==> src/verilog/com_ctrl_pkg.sv <==
package com_ctrl_pkg;

    typedef enum logic [1:0] {
        IDLE = 2'b00,
        CONF = 2'b01,
        READ = 2'b10,
        SAME = 2'b11
    } com_state_e;

    // one-hot controller states
    typedef enum logic [9:0] {
        MAIN_IDLE = 10'h001,
        MAIN_WAIT = 10'h002,
        READ_IDLE = 10'h004,
        READ_WAIT = 10'h008,
        READ_WORK = 10'h010,
        READ_DONE = 10'h020,
        SEND_IDLE = 10'h040,
        SEND_WAIT = 10'h080,
        SEND_WORK = 10'h100,
        SEND_DONE = 10'h200
    } ctrl_state_e;

endpackage

==> src/verilog/com_proto_pkg.sv <==
package com_proto_pkg;

    // block type carried in the upper nibble of a command byte
    typedef enum logic [3:0] {
        INIT = 4'h0,
        CONF = 4'h1,
        READ = 4'h2,
        STOP = 4'h3,
        RXD0 = 4'h4,
        RXD1 = 4'h5
    } btype_e;

    localparam logic [7:0] SYNC_BYTE = 8'hA5;  // first byte of every frame in both directions

endpackage

==> src/verilog/cmd_fifo.sv <==
module cmd_fifo #(
    parameter int fifo_depth = 4
) (
    input  logic       clk,
    input  logic       rst,
    input  logic       push,
    input  logic [7:0] push_cmd,
    output logic       fs_com_read,
    input  logic       fd_com_read,
    output logic [7:0] head_cmd
);

    localparam int ptr_w = (fifo_depth > 1) ? $clog2(fifo_depth) : 1;
    localparam int cnt_w = $clog2(fifo_depth + 1);

    logic [7:0]       mem [fifo_depth];
    logic [ptr_w-1:0] wr_ptr;
    logic [ptr_w-1:0] rd_ptr;
    logic [cnt_w-1:0] count;
    logic             push_ok;
    logic             pop;

    assign push_ok  = push && (count != cnt_w'(fifo_depth));  // newest frame is lost when full
    assign pop      = fs_com_read && fd_com_read;
    assign head_cmd = mem[rd_ptr];

    always_ff @(posedge clk) begin
        if (push_ok) mem[wr_ptr] <= push_cmd;
    end

    always_ff @(posedge clk or posedge rst) begin
        if (rst) begin
            wr_ptr      <= '0;
            rd_ptr      <= '0;
            count       <= '0;
            fs_com_read <= 1'b0;
        end else begin
            if (push_ok) begin
                wr_ptr <= (wr_ptr == ptr_w'(fifo_depth - 1)) ? '0 : wr_ptr + 1'b1;
            end
            if (pop) begin
                rd_ptr <= (rd_ptr == ptr_w'(fifo_depth - 1)) ? '0 : rd_ptr + 1'b1;
            end
            count <= count + cnt_w'(push_ok) - cnt_w'(pop);

            // request drops on the pop and re-arms only once the done has fallen
            if (pop) begin
                fs_com_read <= 1'b0;
            end else if (!fs_com_read && !fd_com_read && (count != '0 || push_ok)) begin
                fs_com_read <= 1'b1;
            end
        end
    end

endmodule

==> src/verilog/console_com.sv <==
module console_com (
    input  logic                     clk,
    input  logic                     rst,
    input  logic                     fs_send,
    output logic                     fd_send,
    output logic                     fs_read,
    input  logic                     fd_read,
    output logic                     fs_com_send,
    input  logic                     fd_com_send,
    input  logic                     fs_com_read,
    output logic                     fd_com_read,
    input  com_proto_pkg::btype_e    com_btype,
    output com_ctrl_pkg::com_state_e com_state
);

    com_ctrl_pkg::ctrl_state_e state;
    com_ctrl_pkg::ctrl_state_e next_state;

    assign fd_send     = (state == com_ctrl_pkg::SEND_DONE);
    assign fs_read     = (state == com_ctrl_pkg::READ_WAIT);
    assign fs_com_send = (state == com_ctrl_pkg::SEND_WAIT);
    assign fd_com_read = (state == com_ctrl_pkg::READ_DONE);

    always_ff @(posedge clk or posedge rst) begin
        if (rst) state <= com_ctrl_pkg::MAIN_IDLE;
        else state <= next_state;
    end

    always_comb begin
        next_state = state;
        case (state)
            com_ctrl_pkg::MAIN_IDLE: next_state = com_ctrl_pkg::MAIN_WAIT;
            com_ctrl_pkg::MAIN_WAIT: begin
                if (fs_com_read) next_state = com_ctrl_pkg::READ_IDLE;  // reads win over sends
                else if (fs_send) next_state = com_ctrl_pkg::SEND_IDLE;
            end
            com_ctrl_pkg::READ_IDLE: next_state = com_ctrl_pkg::READ_WORK;
            com_ctrl_pkg::READ_WORK: next_state = com_ctrl_pkg::READ_WAIT;
            com_ctrl_pkg::READ_WAIT: begin
                if (fd_read) next_state = com_ctrl_pkg::READ_DONE;
            end
            com_ctrl_pkg::READ_DONE: begin
                if (!fs_com_read) next_state = com_ctrl_pkg::MAIN_WAIT;
            end
            com_ctrl_pkg::SEND_IDLE: next_state = com_ctrl_pkg::SEND_WAIT;
            com_ctrl_pkg::SEND_WAIT: begin
                if (fd_com_send) next_state = com_ctrl_pkg::SEND_WORK;
            end
            com_ctrl_pkg::SEND_WORK: next_state = com_ctrl_pkg::SEND_DONE;
            com_ctrl_pkg::SEND_DONE: begin
                if (!fs_send) next_state = com_ctrl_pkg::MAIN_IDLE;
            end
            default: next_state = com_ctrl_pkg::MAIN_IDLE;
        endcase
    end

    always_ff @(posedge clk or posedge rst) begin
        if (rst) begin
            com_state <= com_ctrl_pkg::IDLE;
        end else if (state == com_ctrl_pkg::READ_WORK) begin
            case (com_btype)  // com_btype is the incoming command type here
                com_proto_pkg::CONF: com_state <= com_ctrl_pkg::CONF;
                com_proto_pkg::READ: com_state <= com_ctrl_pkg::READ;
                default:             com_state <= com_ctrl_pkg::IDLE;
            endcase
        end else if (state == com_ctrl_pkg::SEND_WORK) begin
            case (com_btype)  // and the reply type here
                com_proto_pkg::INIT,
                com_proto_pkg::RXD0,
                com_proto_pkg::RXD1: com_state <= com_ctrl_pkg::SAME;
                default:             com_state <= com_ctrl_pkg::IDLE;
            endcase
        end
    end

endmodule

==> src/verilog/console_link.sv <==
module console_link #(
    parameter int fifo_depth = 4,
    parameter int byte_gap   = 8
) (
    input  logic                     clk,
    input  logic                     rst,
    input  logic                     rx_valid,
    input  logic [7:0]               rx_byte,
    output logic                     tx_valid,
    output logic [7:0]               tx_byte,
    output com_ctrl_pkg::com_state_e com_state
);

    logic                  push;
    logic [7:0]            push_cmd;
    logic                  fs_com_read;
    logic                  fd_com_read;
    logic [7:0]            head_cmd;
    logic                  fs_read;
    logic                  fd_read;
    logic                  fs_send;
    logic                  fd_send;
    logic                  fs_com_send;
    logic                  fd_com_send;
    logic [7:0]            reply_cmd;
    com_proto_pkg::btype_e com_btype;

    frame_parser u_parser (
        .clk(clk), .rst(rst), .rx_valid(rx_valid), .rx_byte(rx_byte),
        .push(push), .push_cmd(push_cmd)
    );

    cmd_fifo #(.fifo_depth(fifo_depth)) u_fifo (
        .clk(clk), .rst(rst), .push(push), .push_cmd(push_cmd),
        .fs_com_read(fs_com_read), .fd_com_read(fd_com_read), .head_cmd(head_cmd)
    );

    console_com u_ctrl (
        .clk(clk), .rst(rst), .fs_send(fs_send), .fd_send(fd_send),
        .fs_read(fs_read), .fd_read(fd_read),
        .fs_com_send(fs_com_send), .fd_com_send(fd_com_send),
        .fs_com_read(fs_com_read), .fd_com_read(fd_com_read),
        .com_btype(com_btype), .com_state(com_state)
    );

    reply_builder u_reply (
        .clk(clk), .rst(rst), .head_cmd(head_cmd), .fs_read(fs_read), .fd_read(fd_read),
        .fs_send(fs_send), .fd_send(fd_send), .com_btype(com_btype), .reply_cmd(reply_cmd)
    );

    frame_sender #(.byte_gap(byte_gap)) u_sender (
        .clk(clk), .rst(rst), .reply_cmd(reply_cmd),
        .fs_com_send(fs_com_send), .fd_com_send(fd_com_send),
        .tx_valid(tx_valid), .tx_byte(tx_byte)
    );

endmodule

==> src/verilog/frame_parser.sv <==
module frame_parser (
    input  logic       clk,
    input  logic       rst,
    input  logic       rx_valid,
    input  logic [7:0] rx_byte,
    output logic       push,
    output logic [7:0] push_cmd
);

    typedef enum logic [1:0] {
        HUNT      = 2'd0,
        GET_CMD   = 2'd1,
        GET_CHECK = 2'd2
    } phase_e;

    phase_e     phase;
    logic [7:0] cmd_q;
    logic       frame_ok;

    // the check byte must invert the command and the type must be a known one
    assign frame_ok = (rx_byte == ~cmd_q) && (cmd_q[7:4] <= com_proto_pkg::RXD1);

    always_ff @(posedge clk or posedge rst) begin
        if (rst) begin
            phase <= HUNT;
            push  <= 1'b0;
        end else begin
            push <= 1'b0;
            if (rx_valid) begin
                case (phase)
                    HUNT: begin
                        if (rx_byte == com_proto_pkg::SYNC_BYTE) phase <= GET_CMD;
                    end
                    GET_CMD: phase <= GET_CHECK;
                    GET_CHECK: begin
                        push  <= frame_ok;  // a bad frame just falls back to the hunt
                        phase <= HUNT;
                    end
                    default: phase <= HUNT;
                endcase
            end
        end
    end

    always_ff @(posedge clk) begin
        if (rx_valid && phase == GET_CMD) cmd_q <= rx_byte;
        if (rx_valid && phase == GET_CHECK) push_cmd <= cmd_q;
    end

endmodule

==> src/verilog/frame_sender.sv <==
module frame_sender #(
    parameter int byte_gap = 8
) (
    input  logic       clk,
    input  logic       rst,
    input  logic [7:0] reply_cmd,
    input  logic       fs_com_send,
    output logic       fd_com_send,
    output logic       tx_valid,
    output logic [7:0] tx_byte
);

    localparam int gap_w = (byte_gap > 0) ? $clog2(byte_gap + 1) : 1;

    logic             active;
    logic [1:0]       byte_cnt;
    logic [gap_w-1:0] gap_cnt;
    logic             emit;

    assign emit = active && (gap_cnt == '0);

    always_ff @(posedge clk or posedge rst) begin
        if (rst) begin
            active      <= 1'b0;
            byte_cnt    <= 2'd0;
            gap_cnt     <= '0;
            tx_valid    <= 1'b0;
            fd_com_send <= 1'b0;
        end else begin
            tx_valid <= 1'b0;
            if (emit) begin
                tx_valid <= 1'b1;
                byte_cnt <= byte_cnt + 2'd1;
                gap_cnt  <= gap_w'(byte_gap);
                active   <= (byte_cnt != 2'd2);
            end else if (active) begin
                gap_cnt <= gap_cnt - 1'b1;
            end else if (fs_com_send && byte_cnt == 2'd0) begin
                active  <= 1'b1;
                gap_cnt <= '0;
            end
            // byte_cnt stays at 3 until the request is released, so no restart
            if (tx_valid && byte_cnt == 2'd3) begin
                fd_com_send <= 1'b1;
            end else if (fd_com_send && !fs_com_send) begin
                fd_com_send <= 1'b0;
                byte_cnt    <= 2'd0;
            end
        end
    end

    always_ff @(posedge clk) begin
        if (emit) begin
            case (byte_cnt)
                2'd0:    tx_byte <= com_proto_pkg::SYNC_BYTE;
                2'd1:    tx_byte <= reply_cmd;
                default: tx_byte <= ~reply_cmd;
            endcase
        end
    end

endmodule

==> src/verilog/reply_builder.sv <==
module reply_builder (
    input  logic                  clk,
    input  logic                  rst,
    input  logic [7:0]            head_cmd,
    input  logic                  fs_read,
    output logic                  fd_read,
    output logic                  fs_send,
    input  logic                  fd_send,
    output com_proto_pkg::btype_e com_btype,
    output logic [7:0]            reply_cmd
);

    logic [7:0]            cmd_q;
    logic                  busy;
    logic                  reply_due;
    com_proto_pkg::btype_e cmd_type;
    com_proto_pkg::btype_e reply_type;

    assign cmd_type  = com_proto_pkg::btype_e'(cmd_q[7:4]);
    assign reply_cmd = {reply_type, cmd_q[3:0]};  // argument is echoed unchanged
    assign com_btype = busy ? reply_type : com_proto_pkg::btype_e'(head_cmd[7:4]);

    always_comb begin
        reply_type = cmd_type;
        reply_due  = 1'b1;
        case (cmd_type)
            com_proto_pkg::READ: begin
                reply_type = cmd_q[0] ? com_proto_pkg::RXD1 : com_proto_pkg::RXD0;
            end
            com_proto_pkg::RXD0,
            com_proto_pkg::RXD1: reply_due = 1'b0;  // data from the host needs no answer
            default: ;
        endcase
    end

    always_ff @(posedge clk) begin
        if (!busy && fs_read && !fd_read) cmd_q <= head_cmd;
    end

    always_ff @(posedge clk or posedge rst) begin
        if (rst) begin
            busy    <= 1'b0;
            fd_read <= 1'b0;
            fs_send <= 1'b0;
        end else begin
            if (!busy && fs_read && !fd_read) begin
                busy    <= 1'b1;
                fd_read <= 1'b1;
            end else if (fd_read && !fs_read) begin
                fd_read <= 1'b0;
                if (reply_due) fs_send <= 1'b1;
                else busy <= 1'b0;
            end
            if (fs_send && fd_send) begin
                fs_send <= 1'b0;
                busy    <= 1'b0;
            end
        end
    end

endmodule
==> config.mk <==
export PLATFORM = sky130hd
export DESIGN_NAME = console_link
export DESIGN_NICKNAME = d
export VERILOG_FILES = /design/src/verilog/com_ctrl_pkg.sv /design/src/verilog/com_proto_pkg.sv /design/src/verilog/cmd_fifo.sv /design/src/verilog/console_com.sv /design/src/verilog/console_link.sv /design/src/verilog/frame_parser.sv /design/src/verilog/frame_sender.sv /design/src/verilog/reply_builder.sv
export SDC_FILE = /design/constraint.sdc
export NUM_CORES = 1
export LEC_CHECK = 0
export BUFFER_PORTS_ARGS = -buffer_cell sky130_fd_sc_hd__buf_4
export CAP_MARGIN = 20
export CORE_MARGIN = 5
export CORE_UTILIZATION = 30
export DETAILED_ROUTE_END_ITERATION = 7
export GPL_TIMING_DRIVEN = 0
export PLACE_DENSITY = 0.48
export SYNTH_ARGS = -nofsm -noshare
export SYNTH_HDL_FRONTEND = slang
export SYNTH_SLANG_ARGS = --single-unit
==> constraint.sdc <==
create_clock -name clk -period 2.7 [get_ports clk]
set_input_delay 0.54 -clock clk [delete_from_list [all_inputs] [get_ports clk]]
set_output_delay 0.54 -clock clk [all_outputs]
set_load 0.01 [all_outputs]
==> key figures <==
Run status
  • Status: finished clean

STA
  • Slew @ Worst Pin: 908 ps
  • Endpoints failing setup: 0
  • Total Negative Setup Slacks: 0 ps
  • Final Hold Viols: 0
  • Worst rel slew slack: 39.2%
  • Clock skew after layout: 7.66 ps
  • Crit share post-route: 95.8%
  • Maximum operating frequency: 387 MHz
  • Time the final worst path needs with I/O delays and setup: 2590 ps
  • Final-report max-slew violation count: 0

Logic synthesis
  • Share of flip-flops with an asynchronous set or reset after synthesis: 35.4%
  • Mapped Area: 4300 sq um
  • Number of warnings reported in the yosys synthesis log: 0
  • Average instance area after synthesis: 13.8 sq um
  • Fraction of synthesized cell area taken by the top area cell type: 44.7%
  • Dominant cell type by area after synthesis: sky130_fd_sc_hd__edfxtp_1
  • Main area contributors after synthesis: sky130_fd_sc_hd__edfxtp_1 (45%), sky130_fd_sc_hd__dfrtp_1 (20%), sky130_fd_sc_hd__mux4_1 (3.7%)
  • Number of different library cells in the post-synthesis netlist: 51
  • Number of flops mapped to enable cells by yosys: 64
  • Predominant post-synthesis flop cell: sky130_fd_sc_hd__edfxtp_1
  • Synth Register Bits: 99
  • Cells after Synth: 312
  • Post-synthesis sequential area ratio: 65.1%
  • Syn Nets: 336

Die
  • Core Footprint: 14000 sq um
  • Die footprint: 16800 sq um
  • Number of rows in the core area: 43
  • Initial standard-cell utilization of the core: 30.7%
  • Die outline height: 130 microns
  • Horizontal extent of the die: 130 microns
  • I/O pin cnt: 22

Layout
  • Top library cells by usage in the layout, fill and taps aside: sky130_fd_sc_hd__edfxtp_1 (64), sky130_fd_sc_hd__dfrtp_1 (34), sky130_fd_sc_hd__buf_4 (30), sky130_fd_sc_hd__nand2_1 (21), sky130_fd_sc_hd__nor2_1 (19)
  • Final layout net count: 378
  • Synthesis-to-layout area growth: 18.5%
  • Share of post-route cells with drive strength above 1: 19.2%
  • Number of antenna cells inserted: 0
  • Commonest non-fill, non-tap cell in the layout: sky130_fd_sc_hd__edfxtp_1

Detailed routing
  • Antenna-violating nets left: 0
  • Post-detailed-route via-to-cell ratio: 4.68
  • Number of optimization iterations in the first detailed-route pass: 4
  • Average detailed-routed wire length per instance: 13.5 microns
  • Routed vias: 2522
  • Wire length after detailed routing: 7290 microns
  • Initial drt markers: 164
  • Count of unresolved DRC violations after routing: 0

Setup path
  • Category of the worst setup path launch point: flop
  • Crit-path most repeated cell: sky130_fd_sc_hd__inv_2
  • Required @ worst endpoint: 2920 ps
  • Critical Path Max Stage Delay: 370 ps
  • Worst Path Arrival: 2810 ps
  • Peak fanout along the critical path: 6
  • Category of the critical setup timing path: flop to flop
  • FF-to-FF setup slack: 110 ps
  • Ordered list of cells on the worst path: buf_6, nor4_4, nor3b_4, nand4_1, inv_2, ha_4, inv_2, ha_2, inv_2, fa_2, xnor2_2, xnor2_1
  • Kind of cell adding the most delay to the critical path: simple AND/OR/NAND/NOR gates
  • Count of buffering cells on the critical path with inverters included: 4
  • Slowest cell on crit path: sky130_fd_sc_hd__dfrtp_1
  • Element type at the critical path end: flop

Clocking
  • CTS sink cnt: 99
  • Number of buffers created by CTS: 9
  • Deepest clock path buffer count: 2
  • Hold_buf cts: 0
  • Clock latency at the later pin of the worst-skew pair: 340 ps
  • CTS tree: done
  • Number of H-tree branching levels: 3
  • Root cell of the clock tree: sky130_fd_sc_hd__clkbuf_16
  • CTS clk-pin slew, worst paths: 70 ps

Global routing
  • Wire length of the first global-routing pass: 12400 microns
  • Via count of the first global-routing pass: 2474
  • Met2 Use GR: 14.9%
  • Global-route congestion overflow total: 0
  • GRT Max-Usage Layer: met2
  • Antenna violations before repair: 0
  • Pin count of the biggest net entering global routing: 36
  • GRT Util Overall: 9.36%
  • Global-route met3 utilization: 2.99%
  • Met1 demand-to-capacity share in global routing: 12.6%

Placed design
  • Count of buffers from port buffering: 21
  • Dpl hpwl: 5110 microns
  • Placer Congestion: 0.806

Power
  • PnR Total Power: 0.00305 W
  • Leakage power of the design: 2.01 nW
  • Max rail drop VDD: 0.293 mV
  • Total power per unit cell area: 598 nW/um^2

Run
  • Reported max-cap violation count: 0

Worst hold path
  • Worst min-delay path category: input port to asynchronous set/reset pin
[power breakdown]
group / leakage [nW] / internal [W] / switching, W
clock: 0.139 / 0.000641 / 0.000576
sequential: 1.08 / 0.00162 / 0.0000183
combinational: 0.786 / 0.0000740 / 0.000112
total: 2.01 / 0.00234 / 0.000706
[metrics by stage]
step           std cells  hold slack [ps]  area [sq um]  util, %  setup slack, ps
2_1_floorplan        312              417          4300        -             71.5
3_3_place_gp         513              444          4680     33.5             -265
3_5_place_dp         514              428          4690     33.5             -234
4_1_cts              532              369          5000     35.8             8.29
5_1_grt              539              380          5090     36.4            -38.3
6_report             539              341          5090     36.4              114
[path summary, 6_finish.rpt]
path	startpoint	end	cells after the start
worst max register to register	u_ctrl.state[6]	u_fifo.count[2]	12
max in group asynchronous	rst	u_reply.busy	2
worst min-delay path	rst	u_fifo.count[2]	2
worst min register to register	u_parser.cmd_q[7]	u_parser.push_cmd[7]	0
worst max-delay path	u_ctrl.state[6]	u_fifo.count[2]	12
min in group clk	rx_valid	u_parser.phase[0]	2
[per-layer routing]
metal  part of all wire (%)  vias up  wire [microns]
met2                     47       62            3420
met1                     46     1210            3330
met3                    6.4        8             467
li1                       -     1242               -
met4                   0.93        0              68
met5                      0        -               0
[flip-flops by register name, summed over array words and instances (netlist names), 3 cells and up]
name / cells
u_reply.cmd_q: 8
u_sender.tx_byte: 8
u_parser.cmd_q: 8
u_ctrl.state: 10
u_parser.push_cmd: 8
u_sender.gap_cnt: 4
u_fifo.count: 3
u_fifo.mem: 32
[area by class of cell]
cell class	count	area, sq um
Multi-Input combinational cell	185	1430
Buffer	8	46.3
Sequential cell	99	2800
Timing Repair Buffer	31	230
Inverter	20	75.1
Fill cell	1370	8890
Tap cell	180	225
Clock buffer	9	225
Clock inverter	7	58.8
[cells in the mapped netlist, types with 2 or more instances]
cell,number
sky130_fd_sc_hd__a21o_1,3
sky130_fd_sc_hd__a21oi_1,9
sky130_fd_sc_hd__a31oi_1,2
sky130_fd_sc_hd__and2_1,5
sky130_fd_sc_hd__clkbuf_1,5
sky130_fd_sc_hd__dfrtp_1,34
sky130_fd_sc_hd__edfxtp_1,64
sky130_fd_sc_hd__ha_1,12
sky130_fd_sc_hd__inv_1,20
sky130_fd_sc_hd__mux4_1,6
sky130_fd_sc_hd__mux4_2,2
sky130_fd_sc_hd__nand2_1,21
sky130_fd_sc_hd__nand2b_1,9
sky130_fd_sc_hd__nand3_1,5
sky130_fd_sc_hd__nand4_1,4
sky130_fd_sc_hd__nand4b_1,3
sky130_fd_sc_hd__nor2_1,19
sky130_fd_sc_hd__nor2b_1,2
sky130_fd_sc_hd__nor3_1,8
sky130_fd_sc_hd__nor3b_1,4
sky130_fd_sc_hd__nor4_1,5
sky130_fd_sc_hd__nor4b_1,5
sky130_fd_sc_hd__o21ai_0,16
sky130_fd_sc_hd__o22ai_1,2
sky130_fd_sc_hd__o31ai_1,3
sky130_fd_sc_hd__or2_2,2
sky130_fd_sc_hd__or3_1,2
sky130_fd_sc_hd__or4_1,3
sky130_fd_sc_hd__xnor2_1,4
sky130_fd_sc_hd__xor2_1,12
[timing repair]
item,4_1_cts,5_1_grt
gates resized for setup,3,10
setup buffers,2,7
endpoints found under the setup margin,2,2
pin swaps,2,6
endpoints found under the hold margin,0,0
[logic make-up (layout without fill, tap and decap cells)]
kind of cell             Yosys count  count (layout)  synth area share [%]
AND/OR/NAND/NOR                  103             103                  13.7
flip-flops                        99              99                  65.1
AO/OA/AOI/OAI                     43              43                  6.11
buffers and inverters             28              75                  2.68
XOR/XNOR                          16              16                  3.26
adder cells (fa/ha/maj)           13              13                  3.96
multiplexers                      10              10                  5.21
(Power assumes the default switching activity.)
